## config.mk

```make
export PLATFORM = sky130hd
export DESIGN_NAME = symbol_fifo
export DESIGN_NICKNAME = d
export VERILOG_FILES = /design/src/logic/interp_pkg.sv /design/src/logic/symbol_fifo.sv
export VERILOG_INCLUDE_DIRS = /design/src /design/src/logic
export SDC_FILE = /design/constraint.sdc
export NUM_CORES = 1
export LEC_CHECK = 0
export BUFFER_PORTS_ARGS = -buffer_cell sky130_fd_sc_hd__buf_4
export CORE_MARGIN = 4
export CORE_UTILIZATION = 50
export CTS_BUF_LIST = sky130_fd_sc_hd__clkbuf_4
export DETAILED_ROUTE_END_ITERATION = 10
export PLACE_DENSITY = 0.67
export SLEW_MARGIN = 20
export SYNTH_ARGS = -nofsm -noshare
export SYNTH_HDL_FRONTEND = slang
export SYNTH_SLANG_ARGS = --single-unit
```

## constraint.sdc

```tcl
create_clock -name sys_clk -period 6.33 [get_ports sys_clk]
set_input_delay 0.9495 -clock sys_clk [delete_from_list [all_inputs] [get_ports sys_clk]]
set_output_delay 0.9495 -clock sys_clk [all_outputs]
set_load 0.05 [all_outputs]
```

## src/logic/interp_config.svh

```systemverilog
`ifndef INTERP_CONFIG_SVH
`define INTERP_CONFIG_SVH

// sample width of each rail
`define INTERP_DW 18

// symbol buffer depth, level port is 4 bits
`define INTERP_FIFO_DEPTH 8

// sys_clk cycles per output-rate strobe
`define INTERP_TW_DIV 4

// ------------------------------
// low-pass reset coefficients
// ------------------------------
`define INTERP_COEF0_DEF (-18'sd2820)
`define INTERP_COEF1_DEF (18'sd0)
`define INTERP_COEF2_DEF (18'sd24575)
`define INTERP_COEF3_DEF (18'sd43513)

// ------------------------------
// apb byte offsets
// ------------------------------
`define INTERP_ADDR_CTRL   8'h00
`define INTERP_ADDR_COEF0  8'h04
`define INTERP_ADDR_COEF1  8'h08
`define INTERP_ADDR_COEF2  8'h0c
`define INTERP_ADDR_COEF3  8'h10
`define INTERP_ADDR_STATUS 8'h14

`endif

```

## src/logic/interp_pkg.sv

```systemverilog
`include "interp_config.svh"

package interp_pkg;

	// ------------------------------
	// datapath payloads
	// ------------------------------

	// one i/q symbol or output sample, i in the upper half
	typedef struct packed {
		logic signed [`INTERP_DW-1:0] i;
		logic signed [`INTERP_DW-1:0] q;
	} iq_sample_t;

	// unique taps of the symmetric fir
	// c0 outer pair, c3 center tap
	typedef struct packed {
		logic signed [17:0] c0;
		logic signed [17:0] c1;
		logic signed [17:0] c2;
		logic signed [17:0] c3;
	} coef_set_t;

	// ------------------------------
	// timing and control
	// ------------------------------

	// sym_en only ever high together with tw_en
	typedef struct packed {
		logic tw_en;
		logic sym_en;
	} rate_strobe_t;

	typedef struct packed {
		logic run;
		logic clear_underflow;
	} interp_ctrl_t;

	// read-only view in the STATUS register
	typedef struct packed {
		logic [15:0] underflow_count;
		logic [3:0]  fifo_level;
	} interp_status_t;

endpackage

```

## src/logic/symbol_fifo.sv

```systemverilog
`timescale 1ns/1ps
`include "interp_config.svh"

module symbol_fifo (
	input  logic                     sys_clk,
	input  logic                     reset,
	input  logic                     in_valid,
	output logic                     in_ready,
	input  interp_pkg::iq_sample_t   in_data,
	input  logic                     pop,
	output interp_pkg::iq_sample_t   head,
	output logic                     empty,
	output logic [3:0]               level
);

	localparam int DEPTH = `INTERP_FIFO_DEPTH;
	localparam int AW    = $clog2(DEPTH);

	interp_pkg::iq_sample_t mem [DEPTH];

	logic [AW-1:0] wr_ptr;
	logic [AW-1:0] rd_ptr;
	logic [3:0]    count;
	logic          push;
	logic          pull;

	// ------------------------------
	// handshake
	// ------------------------------
	assign in_ready = (count != 4'(DEPTH));
	assign empty    = (count == 4'd0);
	assign level    = count;
	assign push     = in_valid && in_ready;
	// popping an empty buffer just yields the zero head
	assign pull     = pop && !empty;

	// zero symbol on underflow
	assign head = empty ? '0 : mem[rd_ptr];

	// storage, no reset on payload
	always_ff @(posedge sys_clk)
	begin
		if (push)
			mem[wr_ptr] <= in_data;
	end

	// ------------------------------
	// pointers and count
	// ------------------------------
	always_ff @(posedge sys_clk)
	begin
		if (reset)
		begin
			wr_ptr <= '0;
			rd_ptr <= '0;
			count  <= 4'd0;
		end
		else
		begin
			if (push)
				wr_ptr <= (wr_ptr == AW'(DEPTH - 1)) ? '0 : wr_ptr + 1'b1;
			if (pull)
				rd_ptr <= (rd_ptr == AW'(DEPTH - 1)) ? '0 : rd_ptr + 1'b1;
			// simultaneous push and pull keep the level
			if (push && !pull)
				count <= count + 4'd1;
			else if (pull && !push)
				count <= count - 4'd1;
		end
	end

	a_level_max: assert property (
		@(posedge sys_clk) disable iff (reset)
		level <= 4'(DEPTH)
	);

endmodule

```

After elaboration in Yosys (flattened, before gate mapping)

Memories as Yosys holds them, arrays and structs flattened. A register that Yosys moved wholly into a read port is not among the register bits.
Cells that the tools add are included.

Word-level logic and storage cells: 29
Memories kept: 1
Bits of input ports: 40
Output and inout bits: 42
ROM bits: 0
Bits in registers: 10
Bits in writable memories: 288
Latch bits: 0

Memories:

| memory | depth | bits a word | read ports | clocked after Yosys merged registers in | write ports | RTL line          | text |
|---|---|---|---|---|---|---|---|
| mem    | 8     | 36          | 1          | 1                                       | 1           | symbol_fifo.sv:19 | `interp_pkg::iq_sample_t mem [DEPTH];` |

Div/mod/pow operators: 0
Add/sub/neg operators: 4
Bitwise logic cells: 0
Eq/ne operators: 3
Multipliers: 0
Mux-type cells: 9
Reduce and logical (&&, ||, !) cells: 9
Shift-type cells: 0
Order comparisons: 0

Operator list:

| cell                | number |
|---|---|
| $mux 36             | 1 |
| $mux 3              | 4 |
| $mux 4              | 2 |
| $add 3x1->3 const B | 2 |
| $eq 3x3->1 const B  | 2 |
| $add 4x1->4 const B | 1 |
| $logic_and 1x1->1   | 4 |
| $logic_not 4->1     | 1 |
| $ne 4x4->1 const B  | 1 |
| $sub 4x1->4 const B | 1 |
| $logic_not 1->1     | 3 |
| $mux 1              | 2 |
| $reduce_bool 2->1   | 1 |

Depth between registers and ports, before layout

Depth in word-level cells: 6
Gate-level depth with buffers: 10
Mapped depth without buffers: 10

Worst setup path before layout

OpenSTA, ideal clock, no wires.

Path kind: register to register
From: register count[0], in the netlist level[0]
To: memory mem[0][0] in the netlist's numbering (enable)
Arrival time: 4.631 ns
Setup slack: 1.180 ns
Required time: 5.811 ns
Library setup time: 0.519 ns
Cell stages (with the launch flop): 4
Clock period less this slack: 5.150 ns
Path buffers: 0
Cells stage by stage: dfxtp_1 -> or4b_4 -> nand2_4 -> nor4_1

Cells in the longest elaborated chain, start to end: 4

Ends and longest elaborated chain:

| element                      | RTL line          | text |
|---|---|---|
| start, declared              | symbol_fifo.sv:23 | `logic [3:0] count;` |
| start signal, assigned       | symbol_fifo.sv:66 | `count <= count + 4'd1;` |
| start signal, assigned       | symbol_fifo.sv:68 | `count <= count - 4'd1;` |
| $ne 4x4->1                   | symbol_fifo.sv:30 | `assign in_ready = (count != 4'(DEPTH));` |
| via in_ready                 | symbol_fifo.sv:8  | `output logic in_ready,` |
| $logic_and 1x1->1            | symbol_fifo.sv:33 | `assign push = in_valid && in_ready;` |
| $mux 1                       | symbol_fifo.sv:43 | `if (push)` |
| $mux 1 (not written as such) | symbol_fifo.sv:44 | `mem[wr_ptr] <= in_data;` |
| end, declared                | symbol_fifo.sv:19 |  |

The timed path passes the listed nets, and every way through them passes these cells.

==> out/qor.csv <==
metric,value,unit
status,finished clean,
R2R Path Start,level[1],
GPL Wtd Cong,0.696,
sequential area share after synthesis,76.5,%
Hold Crit Class,input pin to flop,
Worst EP required,5.38,ns
CP Max Fanout,45,
Compound-Gate Fraction of Synth Area,0.376,%
"flops & latches, synth",301,
Hold Path Sink,mem[4][27],
Ports,82,
core area,22800,sq um
DIE AREA,25800,sq um
Synth area leaders,"edfxtp_1 (74%), mux4_2 (14%), mux2i_1 (3.4%), dfxtp_1 (2.2%), nor2_1 (1.5%)",
XOR/XNOR Fraction of Synth Area,0.150,%
most frequent cells in the layout,"edfxtp_1 (288), clkbuf_4 (111), buf_4 (97)",
largest family of logic cells by synthesized area,multiplexers,
Synth Area in Simple Gates,2.66,%
endpoints failing hold,0,
CP endpoint kind,output pin,
# Max-Cap Violations,0,
Synth area leader,edfxtp_1,
Setup Skew,0.0422,ns
global-route wire length before repair,35900,um
"Reg clk slew, reported paths",0.07,ns
post-DR wirelength/cell,22.0,um
Die X,161,um
hold_sp,in_data[27],
Post-CTS Setup Inserts,0,
Final #Nets,725,
syn nets,578,
clk sinks,301,
r2r setup slk,3.13,ns
P&R area growth vs syn,16.5,%
initial antenna violation count,3,
Setup TNS,0,ns
Final Power,5.67,mW
"Clk Latency, worst-skew pair",0.67,ns
Fmax achieved,0.233,GHz
post-synth cell types,31,
"Avg Cell Area, Syn",22.0,sq um
Reg2Reg Depth,10,
cts hold-fix bufs,0,
vias per inst,5.45,
initial core utilization,51.1,%
# resized after CTS,0,
row count,55,
drt initial violations,392,
share of the synthesized area in the top cell type,74.3,%
number of buffers created by CTS,75,
fin. max-slew vios,0,
most frequent standard cell in the layout excluding fill and tap cells,edfxtp_1,
htree depth,3,
height of the die,161,um
Detailed Place HPWL,12600,um
CTS tree,done,
Max VDD drop,370,uV
Final setup viols,0,
unrepaired setup endpoints after global routing,false,
layout cells sized above 1,41.2,%
Pleak,4.48,nW
Slew @ Worst Pin,1.08,ns
post-synthesis mux area share,17.4,%
Mapped Area,11600,sq um
area of the multi-input gates,2560,sq um
"Arr. time, crit path",3.35,ns
DRC Markers,0,
Clock Tree Buf Depth,3,
drt first pass iters,4,
Reg-to-Reg End,level[3],
vias in the first global route,6472,
crit share post-route,67.9,%
Cells after Synth,530,
PD cells,418,nW/um^2
CP startpoint kind,flop,
Port-buffer cells,81,
FF/Latch Area,8920,sq um
Final ANT Viol Nets,0,
Synth Warn #,0,
GRT Util Overall,18.3,%
GRT Residual Overflow,0,
minimum clock period after layout,4.30,ns
Hold Crit Depth,1,
vias,5691,
CTS Root Cell,clkbuf_4,
# fillers,1722,
Setup CP Type,flop to output pin,
largest net degree at the start of global routing,73,
Slew headroom,28.0,%
adder-cell share of the synthesized area,0.924,%
Routed WL,22900,um
==> critical path, stage by stage (launching register included) <==
cell     delay [ns]
dfxtp_4        0.96
buf_4          0.61
mux4_2         0.57
mux2i_1        0.18
nor2_1         0.11
buf_4          0.24
==> area by class of cell <==
type	count	area share (%)
Sequential cell	301	65.7
Clock buffer	111	6.14
Inverter	2	0.0553
Timing Repair Buffer	97	5.37
Tap cell	313	2.89
Clock inverter	18	0.913
Multi-Input combinational cell	200	18.9
Antenna cell	2	0.0369
==> layer usage <==
layer  vias up  GRT usage [%]  share of wire, %
met5         -              0              0.12
met4         4           6.88               2.1
met3        43           5.08               6.3
met2       190           30.8                52
met1      2934           22.8                40
li1       2520              -                 -
==> cells by family after synthesis <==
logic type / Yosys count
fa+ha+maj: 8
mux: 112
compound gates: 8
flops: 301
simple gates: 70
xor+xnor: 2
buf+inv: 29
==> sequential cells by signal (all words and copies together) (netlist names), named ones only <==
name and cells:
level 4, mem 288, wr_ptr 3, rd_ptr 3
==> metrics by stage <==
step	utilization, %	setup slack, ns	hold WS [ns]	instances	area [sq um]
final	59.5	2.03	0.515	1044	13600
after global routing	59.5	1.68	0.475	1043	13600
after CTS	59.5	1.88	0.445	1042	13600
after detailed placement	55.3	2.62	0.530	913	12600
after global placement	55.3	2.65	0.509	913	12600
after floorplan	-	1.18	0.463	530	11600
==> how the worst max path moves through the flow <==
stage,start,slack (ns),to
final,flop,2.03,head[1]
after global routing,flop,1.68,head[1]
after CTS,flop,1.88,head[1]
after detailed placement,flop,2.62,head[1]
after global placement,flop,2.65,head[1]
after floorplan,level[0],1.18,mem[0][0]
==> synth_stat cells <==
cell and n:
xor2_1 1, nor3_1 4, nor2b_1 1, or4b_4 1
fa_1 1, ha_1 7, clkbuf_1 5, nand3_1 1
or3_1 2, buf_2 13, nand2b_1 3, mux4_2 72
a211oi_1 1, a31oi_1 1, mux2_2 1, nor4_1 2
clkbuf_2 1, nand2_1 7, buf_12 4, xnor2_1 1
edfxtp_1 288, a21oi_1 6, buf_8 3, mux2i_1 39
buf_6 1, nor2_1 47, nand2_4 1, nand3b_1 1
inv_1 1, inv_2 1, dfxtp_1 13
==> power breakdown <==
| group | leakage, nW | switching [mW] | total [mW] | internal [mW] |
|---|---|---|---|---|
| Sequential | 2.72 | 0.147 | 2.45 | 2.30 |
| Clock | 0.565 | 0.717 | 1.60 | 0.880 |
| Combinational | 1.19 | 1.01 | 1.63 | 0.620 |
(Power assumes the default switching activity.)
