## src/logic/interp_config.svh

```systemverilog
`ifndef INTERP_CONFIG_SVH
`define INTERP_CONFIG_SVH

// sample width of each rail
`define INTERP_DW 18

// symbol buffer depth, level port is 4 bits
`define INTERP_FIFO_DEPTH 8

// sys_clk cycles per output-rate strobe
`define INTERP_TW_DIV 4

// ------------------------------
// low-pass reset coefficients
// ------------------------------
`define INTERP_COEF0_DEF (-18'sd2820)
`define INTERP_COEF1_DEF (18'sd0)
`define INTERP_COEF2_DEF (18'sd24575)
`define INTERP_COEF3_DEF (18'sd43513)

// ------------------------------
// apb byte offsets
// ------------------------------
`define INTERP_ADDR_CTRL   8'h00
`define INTERP_ADDR_COEF0  8'h04
`define INTERP_ADDR_COEF1  8'h08
`define INTERP_ADDR_COEF2  8'h0c
`define INTERP_ADDR_COEF3  8'h10
`define INTERP_ADDR_STATUS 8'h14

`endif

```

## src/logic/interp_pkg.sv

```systemverilog
`include "interp_config.svh"

package interp_pkg;

	// ------------------------------
	// datapath payloads
	// ------------------------------

	// one i/q symbol or output sample, i in the upper half
	typedef struct packed {
		logic signed [`INTERP_DW-1:0] i;
		logic signed [`INTERP_DW-1:0] q;
	} iq_sample_t;

	// unique taps of the symmetric fir
	// c0 outer pair, c3 center tap
	typedef struct packed {
		logic signed [17:0] c0;
		logic signed [17:0] c1;
		logic signed [17:0] c2;
		logic signed [17:0] c3;
	} coef_set_t;

	// ------------------------------
	// timing and control
	// ------------------------------

	// sym_en only ever high together with tw_en
	typedef struct packed {
		logic tw_en;
		logic sym_en;
	} rate_strobe_t;

	typedef struct packed {
		logic run;
		logic clear_underflow;
	} interp_ctrl_t;

	// read-only view in the STATUS register
	typedef struct packed {
		logic [15:0] underflow_count;
		logic [3:0]  fifo_level;
	} interp_status_t;

endpackage

```

## src/logic/upsample_fir.sv

```systemverilog
`timescale 1ns/1ps
`include "interp_config.svh"

module upsample_fir (
	input  logic                          sys_clk,
	input  logic                          reset,
	input  interp_pkg::rate_strobe_t      strobe,
	input  logic signed [`INTERP_DW-1:0]  x_in,
	input  interp_pkg::coef_set_t         coefs,
	output logic signed [`INTERP_DW-1:0]  y
);

	localparam int DW   = `INTERP_DW;
	localparam int NTAP = 7;

	// zero-stuffed input at output rate
	logic signed [DW-1:0]   x_up;
	// delay line, tap 0 newest
	logic signed [DW-1:0]   x [NTAP];
	// symmetric pre-adds, index 3 is the center tap
	logic signed [DW-1:0]   pre [4];
	logic signed [17:0]     coef [4];
	logic signed [2*DW-1:0] prod [4];
	logic signed [DW-1:0]   term [4];
	logic signed [DW-1:0]   sum_a;
	logic signed [DW-1:0]   sum_b;
	logic signed [DW-1:0]   sum_all;

	// ------------------------------
	// zero stuffing
	// ------------------------------

	// symbol on sym_en, zero on the odd strobe
	always_ff @(posedge sys_clk)
	begin
		if (reset)
			x_up <= '0;
		else if (strobe.tw_en)
			x_up <= strobe.sym_en ? x_in : '0;
	end

	// ------------------------------
	// delay line
	// ------------------------------
	always_ff @(posedge sys_clk)
	begin
		if (reset)
		begin
			for (int k = 0; k < NTAP; k++)
				x[k] <= '0;
		end
		else if (strobe.tw_en)
		begin
			// halve on entry, arithmetic shift keeps the sign
			x[0] <= x_up >>> 1;
			for (int k = 1; k < NTAP; k++)
				x[k] <= x[k-1];
		end
	end

	// ------------------------------
	// pre-adds
	// ------------------------------

	// pairs (0,6) (1,5) (2,4) share a coefficient
	always_ff @(posedge sys_clk)
	begin
		if (reset)
		begin
			for (int k = 0; k < 4; k++)
				pre[k] <= '0;
		end
		else if (strobe.tw_en)
		begin
			for (int k = 0; k < 3; k++)
				pre[k] <= x[k] + x[NTAP-1-k];
			pre[3] <= x[3];
		end
	end

	// ------------------------------
	// multiply and sum
	// ------------------------------

	// unpack the coefficient set
	always_comb
	begin
		coef[0] = coefs.c0;
		coef[1] = coefs.c1;
		coef[2] = coefs.c2;
		coef[3] = coefs.c3;
	end

	// full precision product, keep bits 33:16
	always_comb
	begin
		for (int k = 0; k < 4; k++)
		begin
			prod[k] = pre[k] * coef[k];
			term[k] = prod[k][33:16];
		end
	end

	// adder tree, 18-bit wraparound
	assign sum_a   = term[0] + term[1];
	assign sum_b   = term[2] + term[3];
	assign sum_all = sum_a + sum_b;

	// output register
	always_ff @(posedge sys_clk)
	begin
		if (reset)
			y <= '0;
		else if (strobe.tw_en)
			y <= sum_all;
	end

	// output only moves on the edge that follows a strobe
	a_y_stable: assert property (
		@(posedge sys_clk) disable iff (reset)
		!$past(strobe.tw_en) |-> $stable(y)
	);

endmodule

```

## config.mk

```make
export PLATFORM = sky130hd
export DESIGN_NAME = upsample_fir
export DESIGN_NICKNAME = d
export VERILOG_FILES = /design/src/logic/interp_pkg.sv /design/src/logic/upsample_fir.sv
export VERILOG_INCLUDE_DIRS = /design/src /design/src/logic
export SDC_FILE = /design/constraint.sdc
export NUM_CORES = 2
export LEC_CHECK = 0
export ABC_AREA = 1
export BUFFER_PORTS_ARGS = -buffer_cell sky130_fd_sc_hd__buf_4
export CAP_MARGIN = 25
export CORE_MARGIN = 3
export CORE_UTILIZATION = 60
export DETAILED_ROUTE_END_ITERATION = 8
export PLACE_DENSITY = 0.85
export SYNTH_ARGS = -nofsm -noshare
export SYNTH_HDL_FRONTEND = slang
export SYNTH_SLANG_ARGS = --single-unit
```

## constraint.sdc

```tcl
create_clock -name sys_clk -period 13.2 [get_ports sys_clk]
set_clock_uncertainty 0.1 [all_clocks]
set_input_delay 1.98 -clock sys_clk [delete_from_list [all_inputs] [get_ports sys_clk]]
set_output_delay 1.98 -clock sys_clk [all_outputs]
set_load 0.02 [all_outputs]
```

-- Word-level counts from Yosys, hierarchy flattened
Memories as Yosys holds them, arrays and structs flattened.
Index checks and enable logic that the tools add are counted.
- register bits: 36
- memory bits (writable): 198
- input bits: 94
- output and inout port bits: 18
- logic and storage cells: 42
- memories: 2
- memory list (memory ; depth ; width ; rd ports ; clocked after memory_dff ; write ports ; RTL line ; source):
    x ; 7 ; 18 ; 7 ; 0 ; 7 ; upsample_fir.sv:19 ; logic signed [DW-1:0] x [NTAP];
    pre ; 4 ; 18 ; 4 ; 0 ; 4 ; upsample_fir.sv:21 ; logic signed [DW-1:0] pre [4];
- add/sub/neg operators: 6
- multipliers: 4
- multiplexer cells: 17
- bitwise logic cells: 11
- operators with widths (cell ; count):
    two-way mux 18 bit ; 12
    multiplier 18 x 18 -> 34 bit ; 4
    adder 18 bit ; 6
    OR 1 bit ; 11
    two-way mux 1 bit ; 5

-- Logic depth before layout (Yosys ltp)
- word-level depth: 4
- mapped depth: 52
- mapped depth without buffers: 50

-- Worst setup path after synthesis
OpenSTA, ideal clock, no wires.
- kind: input to register
- start: input coefs[45] (netlist name)
- end: register y[17]
- library setup time: 0.113 ns
- arrival: 9.625 ns
- path slack: 3.362 ns
- stages on the path: 43
- buffers on the path: 2
- cell sequence: clkbuf_1 clkbuf_1 nand2_1 fa_1 inv_1 fa_1 inv_1 fa_1 inv_1 fa_1 fa_1 fa_1 ha_1 a21oi_1 o21ai_0 a21oi_1 nand2_2 nand2_1 [... 7 more ...] fa_1 inv_1 fa_1 inv_1 ha_1 a21oi_1 or2_2 o211ai_1 a31oi_1 inv_1 nand2_1 nand2_1 nand2_1 nand2_1 inv_1 nand3_1 nand3_1 nand2_1
- longest elaborated chain between the ends: 3
- ends and longest elaborated chain (element ; RTL line ; source):
    start: declaration ; upsample_fir.sv:9 ; input interp_pkg::coef_set_t coefs,
    multiplier 18 x 18 -> 34 bit ; upsample_fir.sv:99 ; prod[k] = pre[k] * coef[k];
    adder 18 bit ; upsample_fir.sv:105 ; assign sum_a = term[0] + term[1];
    adder 18 bit ; upsample_fir.sv:107 ; assign sum_all = sum_a + sum_b;
    end signal: assignment ; upsample_fir.sv:115 ; y <= sum_all;
    end: declaration ; upsample_fir.sv:10 ; output logic signed [`INTERP_DW-1:0] y
Every way passes these cells.
A chain may end at the register's enable or synchronous reset.

-- Worst setup path after layout
- start: input coefs[3] (netlist name)
- end: register y[17]
- longest elaborated chain between the ends: 3
- ends and longest elaborated chain (element ; RTL line ; source):
    multiplier 18 x 18 -> 34 bit ; upsample_fir.sv:99 ;
    adder 18 bit ; upsample_fir.sv:106 ; assign sum_b = term[2] + term[3];
    adder 18 bit ; upsample_fir.sv:107 ;
Every way passes these cells.

==> results.toml <==
[worst_setup_path]
reg2reg_from = "pre[0][65]$_SDFFCE_PN0P_"
cpMaxStageDelayCell = "fa_1"
critPathCaptureType = "register"
arrival_ps = 10370
reg2reg_slack_ps = 3890
cp.required_ps = 13500
start_kind = "primary input"
reg2reg_to = "y[15]$_SDFFE_PP0P_"
cp-startpoint = "coefs[3]"
crit_type = "primary input to register"
path_common_cell = "nand2_1"
critPathCapture = "y[17]$_SDFFE_PP0P_"
reg2reg_depth = 34
path_max_fanout = 17
cpPeakStageDelay_ps = 890

[route]
finalWirelength_um = 142000
vias = 44100
drtAntennaViolNets = 0
drc = 0
dr.pass1.iters = 8
drt-initial-drc-count = 3600
viasPerCell = 5.39
route.detailed.wl_per_inst_um = 17.3

[status]
outcome = "complete, no violations"

[cts]
post_cts_buffers = 0
clk_pin_slew_worst_paths_ps = 60
postCtsHoldBufs = 0
cts-root-buf = "clkbuf_16"
cts_tree = "built"
ctsResizeCount = 0
cts_buffers = 21
cts_sinks = 208
clock_path_buffers = 3
clock_latency_ps = 510
h-tree-depth = 1

[synthesis]
ys_seq_elements = 208
synthTopCellsByArea = "fa_1 (44%), inv_1 (15%), nand2_1 (10%)"
netlist_instances = 7051
yosysTopAreaCellShare_pct = 44.4
synth_seq_area_share_pct = 10.2
synth_top_flop_cell = "edfxtp_1"
synth_edf_count = 173
mappedNetlistNets = 8837
synthesis.area_mm2 = 0.0579
yosysTopAreaCell = "fa_1"
synthArstFlopShare_pct = 0
yosys_warnings = 0
syn-mean-instance-area_um2 = 8.22
ys_types = 52

[final_layout]
area_growth_syn_to_layout_pct = 3.73
drive_above_1_share_pct = 3.91
fin_nets = 8694

[grt]
grt_pass1_wl_um = 235000
grt_max_degree = 102
grt-ovfl-total = 0
grt_pass1_vias = 48200
antenna_found_initial = 2
grt_util_all_layers_pct = 29.5

[job]
maxCapViolCount = 0

[die]
rows = 113
start_util_pct = 60.7
coreArea_mm2 = 0.0954
die_w_um = 317
io_pins = 112
dieHeight_um = 317
dieArea_mm2 = 0.100

[placed_design]
dp_hpwl_um = 114000
gp_congestion = 0.950
place_ws_ps = 2740
io_buffers = 110

[sta]
setup_violations = 0
grt_setup_unrepaired = "false"
max_freq_mhz = 99.3
setup_ws_ps = 3130
fin_setup_tns_ps = 0
maxSlewViolCount = 0
relSlewSlack_pct = 27.0
period_minus_slack_ps = 10070
tightest_slew_ps = 1090
fin_crit_sh_pct = 76.3
finalHoldViolCount = 0

[hold_path]
worstHoldStart = "x_up[15]$_SDFFE_PP0P_"
hold_class = "register to register"
holdPathStages = 2
## metal layers
metal / vias up / track usage, % / share of wire (%)
li1: 19600 / - / -
met5: - / 0 / 0
met4: 0 / 16.0 / 6.6
met1: 21800 / 36.2 / 36
met3: 592 / 4.50 / 9.0
met2: 2168 / 50.3 / 49
## cell usage in the layout (no fill, tap or decap), types with 102 or more instances in the layout
master / netlist / layout
nand3_1: 102 / 102
fa_1: 1285 / 1285
nor2_1: 247 / 245
a21oi_1: 199 / 199
edfxtp_1: 173 / 173
ha_1: 407 / 407
o21ai_0: 104 / 104
inv_1: 2251 / 2250
buf_4: 15 / 141
nand2_1: 1606 / 1606
## cell usage after synthesis (8+ instances only)
cell / number
xnor2_1: 33
edfxtp_1: 173
o21bai_1: 12
ha_1: 407
o21a_1: 25
buf_4: 15
nand4_1: 12
nor3_1: 19
nand2_1: 1606
buf_1: 29
o21ai_0: 104
dfxtp_1: 35
nand3_1: 102
o21ai_1: 13
inv_1: 2251
xor2_1: 63
or2_2: 36
nand2_2: 12
inv_2: 11
a21o_1: 14
a21oi_1: 199
o21ai_2: 8
clkbuf_1: 255
a31oi_1: 9
nor2_1: 247
fa_1: 1285
## through the flow
step | hold WS [ps] | area, um^2 | instances | utilization, %
floorplan | 351 | 57900 | 7051 | -
global placement | 362 | 59300 | 8149 | 62.2
detailed placement | 370 | 59300 | 8149 | 62.2
CTS | 386 | 60100 | 8187 | 62.9
global route | 414 | 60100 | 8190 | 63.0
finish | 382 | 60100 | 8190 | 63.0
## critical path: cells and delay by family
| family | cells | cell delay, ps |
|---|---|---|
| AND/OR/NAND/NOR | 12 | 1130 |
| XOR/XNOR | 1 | 180 |
| adder cells (fa/ha/maj) | 10 | 5250 |
| AO/OA/AOI/OAI | 6 | 1050 |
| buffers and inverters | 8 | 760 |
## worst min path at each step
stage	slack (ps)	end
after floorplan	350	x_up[16]$_SDFFE_PP0P_
after global placement	360	x_up[13]$_SDFFE_PP0P_
after detailed placement	370	x_up[15]$_SDFFE_PP0P_
after CTS	390	x_up[9]$_SDFFE_PP0P_
after global routing	410	x_up[15]$_SDFFE_PP0P_
final	380	x_up[15]$_SDFFE_PP0P_
## final cells by class
cell class	count	area [um^2]
repair buffers	142	1090
well taps	1265	1580
inverters	2262	8500
fillers	7429	35300
diodes	2	5.00
flip-flops and latches	208	5900
clock inverters	8	103
multi-input cells	4273	42300
clock buffers	30	619
## kinds of logic after synthesis
family | synth area share (%)
buffers and inverters | 16.8
and+or+nand+nor | 14.0
adders and majority gates | 53.2
AOI/OAI and AO/OA | 4.36
DFF | 10.2
xor gates and xnor gates | 1.45
## registers in the layout, indices dropped and copies added, names as in the netlist
| signal | flops |
|---|---|
| pre | 71 |
| x_up | 17 |
| x | 102 |
| y | 18 |
Power is not shown: default switching activity piles up to over one toggle a cycle in this logic, so the estimate is an artifact.
