`src/logic/interp_config.svh`:
```
`ifndef INTERP_CONFIG_SVH
`define INTERP_CONFIG_SVH

// sample width of each rail
`define INTERP_DW 18

// symbol buffer depth, level port is 4 bits
`define INTERP_FIFO_DEPTH 8

// sys_clk cycles per output-rate strobe
`define INTERP_TW_DIV 4

// ------------------------------
// low-pass reset coefficients
// ------------------------------
`define INTERP_COEF0_DEF (-18'sd2820)
`define INTERP_COEF1_DEF (18'sd0)
`define INTERP_COEF2_DEF (18'sd24575)
`define INTERP_COEF3_DEF (18'sd43513)

// ------------------------------
// apb byte offsets
// ------------------------------
`define INTERP_ADDR_CTRL   8'h00
`define INTERP_ADDR_COEF0  8'h04
`define INTERP_ADDR_COEF1  8'h08
`define INTERP_ADDR_COEF2  8'h0c
`define INTERP_ADDR_COEF3  8'h10
`define INTERP_ADDR_STATUS 8'h14

`endif

```
`src/logic/interp_pkg.sv`:
```
`include "interp_config.svh"

package interp_pkg;

	// ------------------------------
	// datapath payloads
	// ------------------------------

	// one i/q symbol or output sample, i in the upper half
	typedef struct packed {
		logic signed [`INTERP_DW-1:0] i;
		logic signed [`INTERP_DW-1:0] q;
	} iq_sample_t;

	// unique taps of the symmetric fir
	// c0 outer pair, c3 center tap
	typedef struct packed {
		logic signed [17:0] c0;
		logic signed [17:0] c1;
		logic signed [17:0] c2;
		logic signed [17:0] c3;
	} coef_set_t;

	// ------------------------------
	// timing and control
	// ------------------------------

	// sym_en only ever high together with tw_en
	typedef struct packed {
		logic tw_en;
		logic sym_en;
	} rate_strobe_t;

	typedef struct packed {
		logic run;
		logic clear_underflow;
	} interp_ctrl_t;

	// read-only view in the STATUS register
	typedef struct packed {
		logic [15:0] underflow_count;
		logic [3:0]  fifo_level;
	} interp_status_t;

endpackage

```
`src/logic/interp_apb_regs.sv`:
```
`timescale 1ns/1ps
`include "interp_config.svh"

module interp_apb_regs (
	input  logic                        sys_clk,
	input  logic                        reset,
	input  logic                        psel,
	input  logic                        penable,
	input  logic                        pwrite,
	input  logic [7:0]                  paddr,
	input  logic [31:0]                 pwdata,
	output logic [31:0]                 prdata,
	output logic                        pready,
	output logic                        pslverr,
	output interp_pkg::interp_ctrl_t    ctrl,
	output interp_pkg::coef_set_t       coefs,
	input  logic                        underflow,
	input  logic [3:0]                  fifo_level
);

	interp_pkg::interp_status_t status;

	logic        setup_ph;
	logic        wr_en;
	logic        addr_ok;
	logic [31:0] rd_mux;
	logic [15:0] uf_count;

	// zero wait states
	assign pready   = 1'b1;
	assign setup_ph = psel && !penable;
	assign wr_en    = psel && penable && pwrite;

	assign status.underflow_count = uf_count;
	assign status.fifo_level      = fifo_level;

	// ------------------------------
	// address decode and read mux
	// ------------------------------
	always_comb
	begin
		addr_ok = 1'b1;
		rd_mux  = '0;
		case (paddr)
			`INTERP_ADDR_CTRL:   rd_mux = {31'd0, ctrl.run};
			// coefficients read back sign extended
			`INTERP_ADDR_COEF0:  rd_mux = 32'(coefs.c0);
			`INTERP_ADDR_COEF1:  rd_mux = 32'(coefs.c1);
			`INTERP_ADDR_COEF2:  rd_mux = 32'(coefs.c2);
			`INTERP_ADDR_COEF3:  rd_mux = 32'(coefs.c3);
			`INTERP_ADDR_STATUS: rd_mux = {12'd0, status.fifo_level, status.underflow_count};
			default:             addr_ok = 1'b0;
		endcase
	end

	// read data and error captured in setup, presented in access
	always_ff @(posedge sys_clk)
	begin
		if (reset)
		begin
			prdata  <= '0;
			pslverr <= 1'b0;
		end
		else
		begin
			if (setup_ph && !pwrite)
				prdata <= rd_mux;
			pslverr <= setup_ph &&
				(!addr_ok || (pwrite && paddr == `INTERP_ADDR_STATUS));
		end
	end

	// ------------------------------
	// control and coefficients
	// ------------------------------
	always_ff @(posedge sys_clk)
	begin
		if (reset)
		begin
			ctrl     <= '0;
			coefs.c0 <= `INTERP_COEF0_DEF;
			coefs.c1 <= `INTERP_COEF1_DEF;
			coefs.c2 <= `INTERP_COEF2_DEF;
			coefs.c3 <= `INTERP_COEF3_DEF;
		end
		else
		begin
			// clear bit is a one cycle pulse
			ctrl.clear_underflow <= wr_en && (paddr == `INTERP_ADDR_CTRL) && pwdata[1];
			if (wr_en)
			begin
				case (paddr)
					`INTERP_ADDR_CTRL:  ctrl.run <= pwdata[0];
					`INTERP_ADDR_COEF0: coefs.c0 <= pwdata[17:0];
					`INTERP_ADDR_COEF1: coefs.c1 <= pwdata[17:0];
					`INTERP_ADDR_COEF2: coefs.c2 <= pwdata[17:0];
					`INTERP_ADDR_COEF3: coefs.c3 <= pwdata[17:0];
					default: ;
				endcase
			end
		end
	end

	// saturating underflow count
	always_ff @(posedge sys_clk)
	begin
		if (reset || ctrl.clear_underflow)
			uf_count <= '0;
		else if (underflow && uf_count != 16'hffff)
			uf_count <= uf_count + 16'd1;
	end

	a_penable_psel: assert property (
		@(posedge sys_clk) disable iff (reset)
		penable |-> psel
	);

endmodule

```
`config.mk`:
```
export PLATFORM = sky130hd
export DESIGN_NAME = interp_apb_regs
export DESIGN_NICKNAME = d
export VERILOG_FILES = /design/src/logic/interp_pkg.sv /design/src/logic/interp_apb_regs.sv
export VERILOG_INCLUDE_DIRS = /design/src /design/src/logic
export SDC_FILE = /design/constraint.sdc
export NUM_CORES = 1
export LEC_CHECK = 0
export BUFFER_PORTS_ARGS = -buffer_cell sky130_fd_sc_hd__buf_2
export CELL_PAD_IN_SITES_DETAIL_PLACEMENT = 1
export CELL_PAD_IN_SITES_GLOBAL_PLACEMENT = 2
export CORE_MARGIN = 2
export CORE_UTILIZATION = 31
export CTS_CLUSTER_SIZE = 28
export DETAILED_ROUTE_END_ITERATION = 12
export PLACE_DENSITY_LB_ADDON = 0.08
export SLEW_MARGIN = 20
export SYNTH_ARGS = -nofsm -noshare
export SYNTH_HDL_FRONTEND = slang
export SYNTH_SLANG_ARGS = --single-unit
```
`constraint.sdc`:
```
create_clock -name sys_clk -period 5.98 [get_ports sys_clk]
set_clock_uncertainty 0.1 [all_clocks]
set_input_delay 0.299 -clock sys_clk [delete_from_list [all_inputs] [get_ports sys_clk]]
set_output_delay 0.299 -clock sys_clk [all_outputs]
set_load 0.005 [all_outputs]
```
# --- After elaboration in Yosys (flattened, before gate mapping) ---
# Cells that the tools add are included.
word_totals:
  word_cells: 39
  latch_bits: 0
  input_bits: 50
  mem_bits_rw: 0
  reg_bits: 123
  mem_count: 0
  out_inout_bits: 108
  rom_bits: 0
op_classes:
  n_reduce_logical: 21
  muxes: 2
  bitwise_logic: 0
  shift: 0
  order_cmp: 0
  addsub: 1
  mul: 0
  n_div: 0
  n_eq_ne: 6
ops:
  columns: ["cell", "count"]
  rows:
  - ["one-hot mux 32 bit (6 select lines)", 1]
  - ["adder 16 x 1 -> 16 bit, second input constant", 1]
  - ["== test 8 x 4 -> 1 bit, second input constant", 2]
  - ["== test 8 x 5 -> 1 bit, second input constant", 2]
  - ["!= test 16 bit, second input constant", 1]
  - ["AND reduction 2 bit", 5]
  - ["logical AND 1 bit", 9]
  - ["== test 8 x 3 -> 1 bit, second input constant", 1]
  - ["zero test 8 bit", 1]
  - ["OR reduction 6 bit", 1]
  - ["zero test 1 bit", 3]
  - ["logical OR 1 bit", 2]
  - ["two-way mux 1 bit", 1]

# --- Longest topological paths before layout ---
depth:
  depth_word: 6
  depth_mapped: 8
  ltp_nobuf: 6

# --- Least setup slack after synthesis ---
# No wires, ideal clock.
synth_timing:
  path_kind: "input -> register"
  start: "input paddr[1]"
  end: "register coefs[43] (netlist bit)"
  n_path_buf: 3
  arrival_time_ns: 2.037
  setup_ns: 0.134
  stages: 8
  t_required_ns: 5.746
  setup_slack_ns: 3.710
  path_cell_list: "or4_4 or3_1 buf_6 or3_1 buf_6 buf_8 nand2_1 a21oi_1"
synth_via:
  elab_chain_cells: 2
synth_rtl:
  columns: ["item", "line_no", "rtl"]
  rows:
  - ["start, declared", "interp_apb_regs.sv:10", "input logic [7:0] paddr,"]
  - ["== test 8 x 4 -> 1 bit", "interp_apb_regs.sv:92", "case (paddr)"]
  - ["AND reduction 2 bit (no source line)", null, null]
  - ["end, declared", "interp_apb_regs.sv:16", "output interp_pkg::coef_set_t coefs,"]
# No other way between the ends.
# A chain may end at the register's enable or synchronous reset.

# --- Final worst setup path ---
layout_timing:
  start: "input paddr[1]"
  end: "register coefs[17] (netlist bit)"
layout_via:
  elab_chain_cells: 2
layout_rtl:
  columns: ["item", "line_no"]
  rows:
  - ["== test 8 x 5 -> 1 bit", "interp_apb_regs.sv:92"]
  - ["AND reduction 2 bit (no source line)", null]
# No other way between the ends.

==> results.ini <==
[run_status]
outcome = finished clean

[logic_synthesis]
synthCells = 586
synth.top_cells.by_area = dfxtp_1, mux2i_1, a21oi_1
syn_avg_cell_area_sq_um = 8.56
synthFlopType = dfxtp_1
async_reset_ff_share_pct = 0
syn_area_sq_mm = 0.00502
syn_nets = 637
synth-seq-cells = 112
yosysWarnings = 0
synth_edf_count = 0
synth_top_area_cell = dfxtp_1
yosys.cell_types.count = 47
yosysTopAreaCellShare_pct = 44.7
seq_area_frac_synth_pct = 44.7

[detailed_routing]
highest_layer = met4
num_vias = 4609
post_drt_wl_per_cell_um = 18.6
detail-route-antenna-nets = 0
route.met2.wl_um = 8020
wl_met3_um = 590
vias_per_cell = 5.08
drt_iter0_drc = 147
met1_length_um = 8080
remaining_drc_errors = 0
drt-pass1-iter-count = 4
drt_wl_total_um = 16900

[clock_tree]
cts_hold_buf = 0
clockBufferDepth = 2
cts_tree = built
htreeDepth = 3
cts-buffers-inserted = 9
path_clk_slew_ps = 70
cts-root-buf = clkbuf_16
clock_sinks = 112
clk_latency_ps = 360
post_cts_buffers = 0
cts-resized-gates = 0

[timing]
slew_violations = 0
slew_headroom_pct = 25.8
setup_viol = 0
whs_ps = 54.9
fmax_mhz = 356
fin_crit_sh_pct = 47.0
timing.setup.tns_ps = 0
fin_crit_ps = 2810
hold_viol = 0
rsz0062_at_grt = false
max_slew.worst_pin.slew_ps = 1110

[floorplanning]
die_width_um = 131
io_pins = 158
rows = 46
dieArea_sq_mm = 0.0172
initial_core_util_pct = 31.7
chipHeight_um = 131
coreArea_sq_mm = 0.0158

[worst_setup_path]
cp-start-kind = input pin
rrSetupSlack_ps = 3870
endpoint_kind = register
required_ps = 6080
cp-startpoint = paddr[1]
critical_path_class = in -> reg
r2r_end = uf_count[13]
slowest_stage = nor3b_4
path_cells = buf_2 -> or4_4 -> or3_1 -> nor3b_4 -> buf_4 -> mux2i_1 -> nor2_1
cp.arrival_ps = 2910
r2r_start = uf_count[4]
cpPeakStageDelay_ps = 710
reg2regPathDepth = 5
cp_max_fo = 16
critPathCapture = coefs[17]

[finish]
synthToLayoutAreaGrowth_pct = 20.7
final_cell_mix = buf_2, dfxtp_1, nand2_1, a21oi_1, nor2_1
diodes = 0
stdcell_count = 908
num-nets-final = 738
layout_commonest_cell = buf_2
layout-drive-gt1-share_pct = 27.6
fillers = 1945
fin_area_sq_mm = 0.00606

[grt]
grt_util_all_layers_pct = 19.8
grt_antenna_before_repair = 0
grt_pass1_wl_um = 27000
grt_overflow_total = 0
grt_max_degree = 92
grt_pass1_vias = 4770

[placed_design]
gp_congestion = 0.775
port_buffers = 142
hpwl_um = 11500
place_inst = 892
place_area_sq_mm = 0.00573

[job]
maxCapViolCount = 0

[power_and_ir_drop]
p_leak_nw = 2.44
total_power_w = 0.00149
ir_drop_uv = 131
power_density_mw_per_mm2 = 247

[hold_path]
hold_class = in -> reg

==> logic make-up (layout without fill, tap and decap cells) <==
family / Yosys count / in the layout / share of synthesized area [%]
flip-flops: 112 / 112 / 44.7
AO/OA/AOI/OAI: 127 / 127 / 14.9
buffers and inverters: 63 / 169 / 6.81
other: 1 / 1 / 0.0747
multiplexers: 53 / 53 / 11.2
AND/OR/NAND/NOR: 220 / 220 / 20.5
adder cells (fa/ha/maj): 1 / 1 / 0.249
XOR/XNOR: 9 / 9 / 1.57
==> per-layer routing <==
metal  up-vias  global-route usage (%)
li1       2246                       -
met1      2243                    26.2
met2       104                    33.2
met3        16                    3.67
met4         0                    5.31
met5         -                       0
==> where the power goes <==
| group | internal, W | leakage, nW | switching [W] |
|---|---|---|---|
| Combinational | 0.0000342 | 1.39 | 0.0000628 |
| Sequential | 0.000747 | 0.904 | 0.00000260 |
| Clock | 0.000360 | 0.155 | 0.000288 |
==> synthesized netlist by cell type, types with 3 or more instances <==
cell	number
a31oi_1	3
nand2_1	80
or3_1	3
xor2_1	5
buf_6	4
dfxtp_1	112
nor2b_1	3
nand4_1	6
o21ai_0	39
clkbuf_1	30
and3_1	3
inv_1	6
mux2_2	15
buf_4	15
mux2i_1	37
nor4_1	3
nor2_1	55
xnor2_1	4
nand3_1	10
a21oi_1	61
nor3_1	41
buf_2	6
a221o_1	15
==> how the worst min path moves through the flow <==
| stage | from | endpoint | slack (ps) | depth (start not counted) |
|---|---|---|---|---|
| 2_1_floorplan | penable | pslverr | 290 | 1 |
| 3_3_place_gp | prdata[17] | prdata[17] | 340 | 2 |
| 3_5_place_dp | prdata[17] | prdata[17] | 340 | 2 |
| 4_1_cts | penable | pslverr | 40 | 2 |
| 5_1_grt | penable | pslverr | 60 | 2 |
| 6_report | penable | pslverr | 50 | 2 |
==> worst max-delay path: cells and delay by family <==
family                 cells  cell delay (ps)
buffers and inverters      2              500
multiplexers               1              260
AND/OR/NAND/NOR            4             1850
==> flip-flops by register name, summed over array words and instances, names as in the netlist <==
signal,cells
prdata,21
coefs,72
ctrl,2
uf_count,16
pslverr,1
==> cell type report <==
class	count	area, sq um	share of cell area (%)
tap	216	270	4.46
clock inverter	4	51.3	0.847
timing repair buffer	147	748	12.4
sequential	112	2240	37.0
inverter	6	22.5	0.372
multi-input combinational	411	2450	40.5
clock buffer	12	267	4.40
==> through the flow <==
step           util [%]  setup WS (ps)
6_report           38.3           3170
4_1_cts            38.2           2930
5_1_grt            38.3           2980
3_5_place_dp       36.2           2560
3_3_place_gp       36.2           2620
2_1_floorplan         -           3710
Power figures use the tool's default switching activity.
