[src/logic/interp_config.svh]
`ifndef INTERP_CONFIG_SVH
`define INTERP_CONFIG_SVH

// sample width of each rail
`define INTERP_DW 18

// symbol buffer depth, level port is 4 bits
`define INTERP_FIFO_DEPTH 8

// sys_clk cycles per output-rate strobe
`define INTERP_TW_DIV 4

// ------------------------------
// low-pass reset coefficients
// ------------------------------
`define INTERP_COEF0_DEF (-18'sd2820)
`define INTERP_COEF1_DEF (18'sd0)
`define INTERP_COEF2_DEF (18'sd24575)
`define INTERP_COEF3_DEF (18'sd43513)

// ------------------------------
// apb byte offsets
// ------------------------------
`define INTERP_ADDR_CTRL   8'h00
`define INTERP_ADDR_COEF0  8'h04
`define INTERP_ADDR_COEF1  8'h08
`define INTERP_ADDR_COEF2  8'h0c
`define INTERP_ADDR_COEF3  8'h10
`define INTERP_ADDR_STATUS 8'h14

`endif

[src/logic/interp_pkg.sv]
`include "interp_config.svh"

package interp_pkg;

	// ------------------------------
	// datapath payloads
	// ------------------------------

	// one i/q symbol or output sample, i in the upper half
	typedef struct packed {
		logic signed [`INTERP_DW-1:0] i;
		logic signed [`INTERP_DW-1:0] q;
	} iq_sample_t;

	// unique taps of the symmetric fir
	// c0 outer pair, c3 center tap
	typedef struct packed {
		logic signed [17:0] c0;
		logic signed [17:0] c1;
		logic signed [17:0] c2;
		logic signed [17:0] c3;
	} coef_set_t;

	// ------------------------------
	// timing and control
	// ------------------------------

	// sym_en only ever high together with tw_en
	typedef struct packed {
		logic tw_en;
		logic sym_en;
	} rate_strobe_t;

	typedef struct packed {
		logic run;
		logic clear_underflow;
	} interp_ctrl_t;

	// read-only view in the STATUS register
	typedef struct packed {
		logic [15:0] underflow_count;
		logic [3:0]  fifo_level;
	} interp_status_t;

endpackage

[src/logic/clk_en_gen.sv]
`timescale 1ns/1ps
`include "interp_config.svh"

module clk_en_gen (
	input  logic                      sys_clk,
	input  logic                      reset,
	input  logic                      run,
	output interp_pkg::rate_strobe_t  strobe
);

	localparam int CW = (`INTERP_TW_DIV > 1) ? $clog2(`INTERP_TW_DIV) : 1;

	logic [CW-1:0] div_cnt;
	logic          phase;
	logic          wrap;

	// last cycle of the divider period
	assign wrap = (div_cnt == CW'(`INTERP_TW_DIV - 1));

	// ------------------------------
	// divider and symbol phase
	// ------------------------------
	always_ff @(posedge sys_clk)
	begin
		if (reset || !run)
		begin
			// restart from a clean period when halted
			div_cnt <= '0;
			phase   <= 1'b0;
			strobe  <= '0;
		end
		else
		begin
			strobe.tw_en  <= wrap;
			// first strobe after run carries the symbol
			strobe.sym_en <= wrap && !phase;
			if (wrap)
			begin
				div_cnt <= '0;
				phase   <= ~phase;
			end
			else
			begin
				div_cnt <= div_cnt + 1'b1;
			end
		end
	end

	// symbol strobe is a subset of the output-rate strobe
	a_sym_in_tw: assert property (
		@(posedge sys_clk) disable iff (reset)
		strobe.sym_en |-> strobe.tw_en
	);

endmodule

[config.mk]
export PLATFORM = sky130hd
export DESIGN_NAME = clk_en_gen
export DESIGN_NICKNAME = d
export VERILOG_FILES = /design/src/logic/interp_pkg.sv /design/src/logic/clk_en_gen.sv
export VERILOG_INCLUDE_DIRS = /design/src /design/src/logic
export SDC_FILE = /design/constraint.sdc
export NUM_CORES = 1
export LEC_CHECK = 0
export ABC_CLOCK_PERIOD_IN_PS = 1300
export BUFFER_PORTS_ARGS = -buffer_cell sky130_fd_sc_hd__buf_4
export CAP_MARGIN = 20
export CORE_AREA = 4 4 41 43
export CTS_BUF_LIST = sky130_fd_sc_hd__clkbuf_2 sky130_fd_sc_hd__clkbuf_4 sky130_fd_sc_hd__clkbuf_8
export DETAILED_ROUTE_END_ITERATION = 16
export DIE_AREA = 0 0 45 47
export HOLD_SLACK_MARGIN = 0.02
export PLACE_DENSITY = 0.41
export SLEW_MARGIN = 20
export SYNTH_ARGS = -nofsm -noshare
export SYNTH_HDL_FRONTEND = slang
export SYNTH_SLANG_ARGS = --single-unit
[constraint.sdc]
create_clock -name sys_clk -period 1.3 [get_ports sys_clk]
set_input_delay 0.065 -clock sys_clk [delete_from_list [all_inputs] [get_ports sys_clk]]
set_output_delay 0.065 -clock sys_clk [all_outputs]
set_load 0.03 [all_outputs]
# Yosys cells after proc, flatten, opt, wreduce, memory -nomap -nowiden
# Cells that the tools add are included.
# totals
output_inout_bits	2
ff_bits	5
input_bits	3
# op_classes
bitwise	1
add_sub_neg	1
eq_ne	1
reduce_logical	5
# op_table
cell	count
$add 2x1->2 const B	1
$eq 2x2->1 const B	1
$logic_not 1->1	2
$reduce_or 2->1	1
$logic_and 1x1->1	1
$logic_or 1x1->1	1
$not 1->1	1

# Longest topological paths before layout
# Gate-level depths: netlist of run 1.
# logic_depth
ltp_word	3
ltp_mapped	3

# Worst setup path before layout of run 1
# No wires, ideal clock.
# synth_path
kind	reg-to-reg
startpoint	register div_cnt[0]
endpoint	register div_cnt[1]
required_ns	1.184
setup_slack_ns	0.474
stages_incl_launch_ff	3
path_buffers	0
t_arrival_ns	0.710
setup_time_ns	0.116
cell_sequence	dfxtp_1 > ha_1 > nor3b_2
# synth_via
elab_chain_cells	2
word_cells_on_any_way	3
classes_between	1 x add/sub; 1 x eq/ne; 1 x reduce/logical
# synth_rtl
element	line_no	text
start: declaration	clk_en_gen.sv:13	logic [CW-1:0] div_cnt;
start signal: assignment	clk_en_gen.sv:44	div_cnt <= div_cnt + 1'b1;
$eq 2x2->1	clk_en_gen.sv:18	assign wrap = (div_cnt == CW'(`INTERP_TW_DIV - 1));
$reduce_or 2->1 (no line)	n/a	
# Several ways; a longest one is shown, not always the timed one.
# A chain may end at the register's enable or synchronous reset.

# Worst setup path in the final report of run 1
# Ends and elaborated chain as after synthesis.

==> results of run 1 <==
==> synth_stat cells (all sizes together) <==
cell	instances	area (um^2)
dfxtp	5	100.1
ha	2	25.02
nor2	2	7.510
nor3b	2	25.02
inv	1	3.750
nand2b	1	13.76
nor3	1	5.000
xnor2	1	8.760
==> routing by layer <==
layer / wire (um) / up-vias / track usage [%]
met4: 8 / 0 / 7.018
met1: 122 / 49 / 3.881
met2: 99 / 8 / 2.825
li1: - / 66 / -
met3: 55 / 2 / 5.747
met5: 0 / - / 0
==> worst min path at each step <==
stage                                 to  slack (ns)  depth (start not counted)
finish              strobe[1]$_SDFF_PP0_        0.10                          3
global route        strobe[0]$_SDFF_PP0_        0.12                          3
CTS                 strobe[1]$_SDFF_PP0_        0.10                          3
detailed placement  strobe[1]$_SDFF_PP0_        0.36                          3
global placement    strobe[1]$_SDFF_PP0_        0.35                          3
floorplan           strobe[1]$_SDFF_PP0_        0.22                          2
==> critical path, delay by kind of cell, from the launching register on <==
kind | cells | cell delay (ns)
and+or+nand+nor | 1 | 0.14
adders and majority gates | 1 | 0.28
DFF | 1 | 0.32
==> sequential cells by signal, indices dropped and copies added, names as in the netlist <==
register	count
div_cnt	2
strobe	2
phase	1
==> stage by stage <==
stage | setup WS, ns | total power [mW] | instances
3_3_place_gp | 0.4674 | 0.1781 | 34
2_1_floorplan | 0.4738 | 0.1714 | 15
4_1_cts | 0.4446 | 0.3852 | 38
6_report | 0.4492 | 0.3727 | 38
3_5_place_dp | 0.4500 | 0.1791 | 34
5_1_grt | 0.4055 | 0.3951 | 38
==> cells by family after synthesis <==
logic type                 synth area share (%)
and+or+nand+nor                           27.15
DFF                                       52.98
adders and majority gates                 13.24
xor gates and xnor gates                  4.637
buffers and inverters                     1.985
==> layout make-up <==
cell class                      count  area [um^2]
Fill cell                         151         1033
Sequential cell                     5        100.1
Multi-Input combinational cell      9        85.08
Clock buffer                        4        30.03
Timing Repair Buffer                4        30.03
Tap cell                           15        18.77
Inverter                            1        3.754
==> power breakdown <==
part	switching (mW)	internal [mW]
registers	0.00229	0.157
logic	0.00634	0.0100
clock network	0.0601	0.137
==> results.toml, run 1 <==
[run_status]
status = "complete, no violations"

[layout]
antenna_cells = 0
utilization_pct = 20.58
layout_commonest_cell = "dfxtp_1"
stdcell_area_um2 = 267.8
drive_gt1_share_pct = 47.83
layout_common_cells = "dfxtp_1 (5), clkbuf_4 (4), buf_4 (4)"
final_nets = 29
area.growth.synth_to_final_pct = 41.72

[clocking]
clock_latency_ns = 0.24
path_clk_slew_ns = 0.04
post_cts_buffers = 0
numCtsBuffers = 3
cts_resized = 0
cts_tree = "built"
cts_num_sinks = 5
cts_buffer_depth = 2
htree_levels = 1
holdBufCountCts = 0
cts_root_buf = "clkbuf_4"

[global_route]
grtUsageTotal_pct = 4.272
gr-total-overflow = 0
grt_pass1_wl_um = 455
antenna_found_initial = 0
grt_pass1_vias = 113
grt_max_degree = 6

[synthesis]
syn_nets = 20
ys_seq_elements = 5
yosysWarnings = 0
yosysSeqAreaShare_pct = 52.98
synthCells = 15
ys_types = 8
avgSynthCellArea_um2 = 12.60
netlist_area_um2 = 188.9

[floorplan]
dieArea_um2 = 2115
ioPinCount = 5
initial_core_util_pct = 14.52
num_rows = 13
die_w_um = 45
fp.dieH_um = 47
core-area_um2 = 1301

[critical_path]
r2r-end = "div_cnt[1]$_SDFF_PP0_"
r2r-start = "div_cnt[0]$_SDFF_PP0_"
endpoint = "div_cnt[1]$_SDFF_PP0_"
cpMaxStageDelayCell = "dfxtp_1"
startpoint = "div_cnt[0]$_SDFF_PP0_"
rr_worst_depth = 2
reg2reg_slack_ns = 0.45
worstPathCellList = "ha_1 > nor3b_2"
worstSetupEndpointType = "flip-flop"
crit_fanout = 3
arrival_ns = 0.98
path_class = "flip-flop to flip-flop"
startpoint_type = "flip-flop"
cp.required_ns = 1.43
cpPeakStageDelay_ns = 0.32

[place]
dp_hpwl_um = 211.7
placed_area_um2 = 237.7
gp_congestion = 0.5741
io_buffers = 4

[run]
cap_violations = 0

[sta]
setup_violations = 0
timing.slew.headroom_pct = 90.13
period_share_pct = 65.45
hold_ws_ns = 0.1037
fin_tns_setup_ns = 0
drv_slew = 0
timing_hold_violations_final = 0
tightest_slew_ns = 0.1470
clock.fmax_mhz = 1175
skew_ns = 0.005011
fin_crit_ns = 0.8508
rsz0062_at_grt = "false"

[detailed_routing]
wl_um = 286
vias = 125
drtPass1Iterations = 1
vias_per_cell = 3.289
wl_per_cell_um = 7.526
drcViolationCount = 0
drt_iter0_drc = 0
ant_nets = 0

[pwr]
ir_drop_mv = 0.6718
powerDensity_nw_per_um2 = 1392
p_leak_nw = 0.1183

[min_path]
hp-class = "primary input to flip-flop"
min_from = "run"
No activity file was read; power rests on OpenSTA's default activity.
==> run 2: changes to the inputs <==
--- a/config.mk
+++ b/config.mk
@@ -6,7 +6,7 @@
 export SDC_FILE = /design/constraint.sdc
 export NUM_CORES = 1
 export LEC_CHECK = 0
-export ABC_CLOCK_PERIOD_IN_PS = 1300
+export ABC_CLOCK_PERIOD_IN_PS = 830
 export BUFFER_PORTS_ARGS = -buffer_cell sky130_fd_sc_hd__buf_4
 export CAP_MARGIN = 20
 export CORE_AREA = 4 4 41 43
==> constraint.sdc (replaced) <==
create_clock -name sys_clk -period 0.83 [get_ports sys_clk]
set_input_delay 0.0415 -clock sys_clk [delete_from_list [all_inputs] [get_ports sys_clk]]
set_output_delay 0.0415 -clock sys_clk [all_outputs]
set_load 0.03 [all_outputs]
==> run 2 against run 1 <==
Compared with the run above:
- fmax grew 6.2%
- largest power group unchanged
- clock skew shrank 0.0035 ns
- final cell count grew 2.6%
- via count grew 4.8%
- register-to-register slack lost 0.42 ns
- critical path depth is the same
- core utilization grew 2.9 points
- count of clock-buffer cells in the layout is the same
==> results.toml, run 2 (synthesis gave the netlist of run 1 again) <==
[floorplan]
num_rows = 13
core-area_um2 = 1301
die_w_um = 45
ioPinCount = 5
fp.dieH_um = 47
dieArea_um2 = 2115
initial_core_util_pct = 14.52

[sta]
timing.slew.headroom_pct = 89.53
setup_violations = 0
tightest_slew_ns = 0.1568
clock.fmax_mhz = 1248
rsz0062_at_grt = "true"
timing_hold_violations_final = 0
skew_ns = 0.001465
period_share_pct = 96.55
fin_crit_ns = 0.8014
drv_slew = 0
fin_tns_setup_ns = 0

[layout]
layout_commonest_cell = "buf_4"
layout_common_cells = "buf_4 (5), clkbuf_4 (4), dfxtp_1 (3)"
area.growth.synth_to_final_pct = 61.59
largestRegisters = "div_cnt x2, strobe x2, phase x1"
final_nets = 30
drive_gt1_share_pct = 75.00
stdcell_count = 39
stdcell_area_um2 = 305.3
utilization_pct = 23.46
antenna_cells = 0

[detailed_routing]
drt_iter0_drc = 5
wl_um = 292
drcViolationCount = 0
wl_per_cell_um = 7.487
vias_per_cell = 3.359
vias = 131
ant_nets = 0
drtPass1Iterations = 2

[min_path]
min_from = "run"
hold_depth = 3
hp-class = "primary input to flip-flop"
min_to = "strobe[1]$_SDFF_PP0_"

[global_route]
grt_pass1_wl_um = 420
grt_max_degree = 6
antenna_found_initial = 0
gr-total-overflow = 0
grtUsageTotal_pct = 3.636
grt_pass1_vias = 112

[clocking]
numCtsBuffers = 3
cts_root_buf = "clkbuf_4"
clock_latency_ns = 0.24
cts_buffer_depth = 2
path_clk_slew_ns = 0.04
holdBufCountCts = 0
cts_num_sinks = 5
cts_tree = "built"
htree_levels = 1

[place]
gp_congestion = 0.5846
dp_hpwl_um = 205.7
placed_area_um2 = 237.7
io_buffers = 4
post-place-cells = 34

[critical_path]
arrival_ns = 0.93
worstSetupEndpointType = "flip-flop"
rr_worst_depth = 2
cp.required_ns = 0.96
reg2reg_slack_ns = 0.03
r2r-start = "div_cnt[0]$_SDFF_PP0_"
path_class = "flip-flop to flip-flop"
startpoint_type = "flip-flop"
r2r-end = "div_cnt[1]$_SDFF_PP0_"
crit_fanout = 3

[pwr]
swShare_pct = 18.75
internal_power_uw = 482.5
pwr-share-comb_pct = 5.5
p_clk_share_pct = 51.8
powerDensity_nw_per_um2 = 1945
ir_drop_mv = 1.102
p_leak_nw = 0.1236
p_switching_uw = 111.4
seqPwrFrac_pct = 42.7
p_total_uw = 593.8

[run_status]
status = "complete, no violations"

[run]
cap_violations = 0
==> run 2: cell type report <==
type	instances	area, um^2
tap	15	18.77
inverter	1	3.754
multi-input combinational	9	112.6
sequential	5	102.6
clock buffer	4	30.03
fill	150	996.0
timing repair buffer	5	37.54
==> run 2: repair_timing <==
item                                    4_1_cts  5_1_grt
gates resized for setup                       1        6
pin swaps                                     1        2
buffers inserted                              0        1
endpoints found under the setup margin        2        3
cloned                                        0        0
==> run 2: power by group through the flow <==
stage | clock network, mW | registers (mW) | logic [mW]
2_1_floorplan | 0 | 0.254 | 0.0145
3_3_place_gp | 0 | 0.254 | 0.0254
3_5_place_dp | 0 | 0.254 | 0.0259
4_1_cts | 0.314 | 0.250 | 0.0259
5_1_grt | 0.342 | 0.254 | 0.0365
6_report | 0.308 | 0.254 | 0.0326
==> run 2: per-stage QoR <==
step	hold WS (ns)	setup WS (ns)
2_1_floorplan	0.1962	0.003844
3_3_place_gp	0.3265	-0.003931
3_5_place_dp	0.3316	-0.01552
4_1_cts	0.08581	-0.009279
5_1_grt	0.08864	-0.01516
6_report	0.08329	0.02864
==> run 2: worst max-delay path by stage <==
stage                                     start               endpoint  slack (ns)  cells past startpoint
after floorplan           div_cnt[0]$_SDFF_PP0_  div_cnt[1]$_SDFF_PP0_       0.004                      2
after global placement    div_cnt[0]$_SDFF_PP0_  div_cnt[1]$_SDFF_PP0_      -0.004                      2
after detailed placement  div_cnt[0]$_SDFF_PP0_  div_cnt[1]$_SDFF_PP0_       -0.02                      2
after CTS                 div_cnt[1]$_SDFF_PP0_  div_cnt[1]$_SDFF_PP0_      -0.009                      2
after global routing      div_cnt[0]$_SDFF_PP0_     phase$_SDFFE_PP0N_       -0.02                      3
final                     div_cnt[0]$_SDFF_PP0_  div_cnt[1]$_SDFF_PP0_        0.03                      2
==> run 2: per-layer routing <==
layer | track usage, % | wire length, um | vias up
li1 | - | - | 66
met5 | 0 | 0 | -
met4 | 3.509 | 0 | 0
met2 | 2.542 | 110 | 8
met3 | 5.747 | 59 | 0
met1 | 3.645 | 122 | 57
==> run 2: critical path, stage by stage (launching register included) <==
cell and delay [ns]:
dfxtp_2 0.36, ha_4 0.20, nor3b_2 0.14
